**src/verilog/mem_pkg.sv**
```systemverilog
package mem_pkg;

    // CPU-side bus
    localparam int addr_width = 32;
    localparam int data_width = 32;
    localparam int strb_width = 4;

    // on-chip scratch RAM
    localparam int scratch_words = 1024;
    localparam int scratch_index_width = $clog2(scratch_words);
    localparam logic [addr_width-1:0] scratch_base = 32'h0000_0000;
    localparam logic [addr_width-1:0] scratch_bytes = scratch_words * 4;

    // external asynchronous SRAM, 256K x 16
    localparam logic [addr_width-1:0] sram_base = 32'h2000_0000;
    localparam logic [addr_width-1:0] sram_bytes = 32'h0008_0000;  // 512 KiB
    localparam int sram_addr_width = 18;       // halfword address
    localparam int sram_data_width = 16;

    // extra cycles each halfword phase holds the pins
    localparam int sram_wait_cycles = 3;
    localparam int sram_count_width =
        (sram_wait_cycles > 0) ? $clog2(sram_wait_cycles + 1) : 1;
    localparam logic [sram_count_width-1:0] sram_wait_last =
        sram_count_width'(sram_wait_cycles);

    typedef enum logic [1:0] {
        region_scratch,
        region_sram,
        region_none
    } region_t;

    // any strobe set makes it a write
    typedef enum logic {
        op_read,
        op_write
    } mem_op_t;

    typedef enum logic [1:0] {
        sram_idle,
        sram_low,      // halfword at bits 15:0
        sram_high      // halfword at bits 31:16
    } sram_state_t;

endpackage

```
**src/verilog/bus_decoder.sv**
```systemverilog
`timescale 1ns/1ps

module bus_decoder (
    input  logic                             clock,
    input  logic                             reset,
    input  logic                             mem_valid,
    input  logic [mem_pkg::addr_width-1:0]   mem_addr,
    input  logic [mem_pkg::data_width-1:0]   mem_wdata,
    input  logic [mem_pkg::strb_width-1:0]   mem_wstrb,
    output logic                             mem_ready,
    output logic [mem_pkg::data_width-1:0]   mem_rdata,
    output logic                             mem_error,
    output logic                             scratch_valid,
    input  logic                             scratch_ready,
    input  logic [mem_pkg::data_width-1:0]   scratch_rdata,
    output logic                             sram_valid,
    input  logic                             sram_ready,
    input  logic [mem_pkg::data_width-1:0]   sram_rdata,
    output logic [mem_pkg::addr_width-1:0]   req_addr,
    output logic [mem_pkg::data_width-1:0]   req_wdata,
    output logic [mem_pkg::strb_width-1:0]   req_wstrb
);
    import mem_pkg::*;

    region_t region;
    region_t pending_region;
    logic    pending;
    logic    none_ready;

    // both regions are power-of-two sized and aligned
    always_comb begin
        if ((mem_addr & ~(scratch_bytes - 1)) == scratch_base) begin
            region = region_scratch;
        end else if ((mem_addr & ~(sram_bytes - 1)) == sram_base) begin
            region = region_sram;
        end else begin
            region = region_none;
        end
    end

    assign scratch_valid = mem_valid && (region == region_scratch);
    assign sram_valid    = mem_valid && (region == region_sram);

    // one request at a time, so the slaves share the request lines
    assign req_addr  = mem_addr;
    assign req_wdata = mem_wdata;
    assign req_wstrb = mem_wstrb;

    always_ff @(posedge clock) begin
        if (!reset) begin
            pending        <= 1'b0;
            pending_region <= region_none;
        end else if (mem_valid) begin
            pending        <= 1'b1;
            pending_region <= region;
        end else if (mem_ready) begin
            pending        <= 1'b0;
        end
    end

    // unmapped requests are answered here, one cycle after the strobe
    assign none_ready = pending && (pending_region == region_none);

    assign mem_ready = scratch_ready | sram_ready | none_ready;
    assign mem_error = none_ready;
    assign mem_rdata = scratch_ready ? scratch_rdata :
                       sram_ready    ? sram_rdata    : '0;

endmodule

```
**config.mk**
```make
export PLATFORM = sky130hd
export DESIGN_NAME = bus_decoder
export DESIGN_NICKNAME = d
export VERILOG_FILES = /design/src/verilog/mem_pkg.sv /design/src/verilog/bus_decoder.sv
export SDC_FILE = /design/constraint.sdc
export NUM_CORES = 1
export LEC_CHECK = 0
export ABC_CLOCK_PERIOD_IN_PS = 2160
export BUFFER_PORTS_ARGS = -buffer_cell sky130_fd_sc_hd__buf_2
export CORE_AREA = 2 2 93 95
export DETAILED_ROUTE_END_ITERATION = 10
export DIE_AREA = 0 0 95 97
export SLEW_MARGIN = 15
export SYNTH_ARGS = -nofsm -noshare
export SYNTH_HDL_FRONTEND = slang
export SYNTH_SLANG_ARGS = --single-unit
```
**constraint.sdc**
```tcl
create_clock -name clock -period 2.16 [get_ports clock]
set_input_delay 0.216 -clock clock [delete_from_list [all_inputs] [get_ports clock]]
set_output_delay 0.216 -clock clock [all_outputs]
set_load 0.01 [all_outputs]
```
==> run metrics <==
worst ir drop on vdd ~230 uV; total wire length 4310 um; worst-case clock skew 2.38 ps; number of hold buffers added after CTS 0; worst hold path endpoint pending_region[1]; source of the worst register-to-register timing path pending; critical path, cell by cell buf_2 -> nor2b_4 -> a22o_1 -> buf_2; full die area 0.00922 mm2; Root Buffer Master sky130_fd_sc_hd__clkbuf_8; postcts setup bufs 0; Area Overhead vs Synth 35.2%; worst-margin pin slew about 660 ps; count of state elements after synthesis 3; placer's final routability congestion estimate 0.703; H-Tree Depth 1; Post-Syn Area per Cell around 7.8 um2; final core occ 0.172; Final #Nets around 350; Antenna Cells 0; detailed placement HPWL 3780 um; number of cells traversed by the worst hold path 2; max cap viols 0; total setup violations reported at the end of the flow 0; setup repair after global routing missed its margin false; CTS sink cnt 3; reg2reg end pending; cells resized by post-CTS repair 0; min-delay src reset; ratio of cells with drive above 1 in the final layout 0.725; yosys warns 0; most prevalent standard cell on the critical path sky130_fd_sc_hd__buf_2; Via-to-Cell Ratio between 3 and 4; proportion of synthesized chip area in sequential cells 0.0580; category of the most critical setup path in -> out; GRT Overall Usage 0.0838; CORE AREA slightly above 0.008 mm2; worst-path maximum fanout 30; Total Neg Setup Slack 0 ps; number of instances in the placed design between 300 and 400; vias after detailed routing 1200; number of antenna-violating nets in the routed design 0; number of antenna violations at the first check in global routing 0; library cells used by synthesis 21; post-CTS clock slew at the launch and capture registers of the worst setup and hold paths around 30 ps; post-route minimum period about 1500 ps; Final Max Tran Viols 0; wire length of the first global-routing pass between 5000 and 6000 um; power per cell area 345 mW/mm2; number of DRC violations after detailed-routing iteration 0 22; number of core rows 33; maximum clock frequency between 600 and 700 MHz; headroom to the max-slew limit 0.558; pin count of the biggest net entering global routing 37; clock latency on the worst-skew pair 220 ps; mapped cell area 0.00103 mm2; worst hold path class in -> reg; internal reg-to-reg setup slack 1050 ps; TritonCTS clock tree built; initial standard-cell utilization of the core 0.127; synthesized netlist cell count roughly 130; number of iterations in the first detailed-routing pass 4; Hold Vio Cnt, Final 0; final critical-path share of the clock period 0.699; via count of the first global-routing pass around 1200; share of async-settable or async-resettable flops after synthesis 0; CTS Buffer Depth 2; Critical Path End Type primary output; result of the run finished clean; DRC 0; net count after synthesis 270; most used flip-flop cell after synthesis sky130_fd_sc_hd__dfxtp_1; post-route non-filler standard cell count 312; number of I/O pins ~240; Horiz. Die Dim 95 um; count of input and output buffers 144; leakage power total just over 0.8 nW; type of origin of the critical path input port; height of the die approximately 97 um; Routed WL per cell roughly 14 um; Largest stage delay, worst path just under 600 ps; Worst Reg2Reg Path Length in Cells 3; CTS buffer count 3; cell with the biggest individual delay on the critical path sky130_fd_sc_hd__nor2b_4; Data arrival, critical path between 1000 and 1500 ps; EDFF count, synth 0; grt total ovfl 0; required time of the worst setup path 1940 ps
## stage by stage
stage / power, W / hold WS, ps / worst slack, ps / instance area, um2
after floorplan: 0.000283 / 305 / 1050 / 1030
after global placement: 0.000319 / 432 / 313 / 1350
after detailed placement: 0.000322 / 432 / 244 / 1350
after CTS: 0.000492 / 224 / 242 / 1390
after global routing: 0.000518 / 227 / 512 / 1400
final: 0.000483 / 227 / 649 / 1400
## final cells by class
cell class	instances	area [um2]
fillers	936	6740
repair buffers	145	728
multi-input cells	55	434
well taps	105	131
flip-flops and latches	3	60.1
clock buffers	4	45.0
## kinds of logic (layout without fill, tap and decap cells)
group | after synthesis | count (layout) | share of synthesized area
AO/OA/AOI/OAI | 36 | 36 | 0.295
buffers and inverters | 75 | 149 | 0.527
flip-flops | 3 | 3 | 0.0580
AND/OR/NAND/NOR | 19 | 19 | 0.120
## worst max-delay path by stage
stage,endpoint,slack (ps),cells after the start,startpoint
final,mem_rdata[14],650,4,sram_ready
after global routing,mem_rdata[14],510,4,sram_ready
after CTS,mem_rdata[14],240,4,sram_ready
after detailed placement,mem_rdata[14],240,4,sram_ready
after global placement,mem_rdata[17],310,4,scratch_ready
after floorplan,scratch_valid,1050,3,mem_addr[20]
## routing by layer
layer	GRT usage	share of wire
met1	0.0778	0.33
met2	0.157	0.51
met3	0.0210	0.12
met4	0.0546	0.047
met5	0	0
## registers in the layout (all words and copies together), names as in the netlist
name	count
pending	1
pending_region	2
## layout by cell type, fill, tap and decap left out, drive strengths merged
cell / count
o211ai: 1
and4: 1
nor4: 3
a31o: 1
o21a: 1
dfxtp: 3
and2: 1
a211o: 1
o21ai: 2
nor2: 2
and3b: 2
or3: 1
nor3: 1
nand2: 4
and3: 1
nor4b: 2
a22o: 30
clkbuf: 4
buf: 145
nor2b: 1
## power breakdown
part,leakage (nW),switching (W),internal [W],total (W)
registers,0.0245,0.000000805,0.0000569,0.0000577
logic,0.768,0.000122,0.000138,0.000261
clock network,0.0228,0.0000386,0.000126,0.000165
total,0.815,0.000162,0.000321,0.000483
## cell usage after synthesis, types with 2 or more instances
cell type | n | area share
sky130_fd_sc_hd__o21ai_0 | 2 | 0.0097
sky130_fd_sc_hd__buf_2 | 7 | 0.034
sky130_fd_sc_hd__nor4_1 | 3 | 0.018
sky130_fd_sc_hd__and3b_1 | 2 | 0.017
sky130_fd_sc_hd__nand2_1 | 4 | 0.015
sky130_fd_sc_hd__dfxtp_1 | 3 | 0.058
sky130_fd_sc_hd__a22o_1 | 30 | 0.25
sky130_fd_sc_hd__buf_4 | 68 | 0.49
sky130_fd_sc_hd__nor2_1 | 2 | 0.0073
## worst max-delay path: cells and delay by family
family | cells | cell delay, ps
AOI/OAI and AO/OA | 1 | 220
buffers and inverters | 2 | 260
and+or+nand+nor | 1 | 580
No activity file was read; power rests on OpenSTA's default activity.
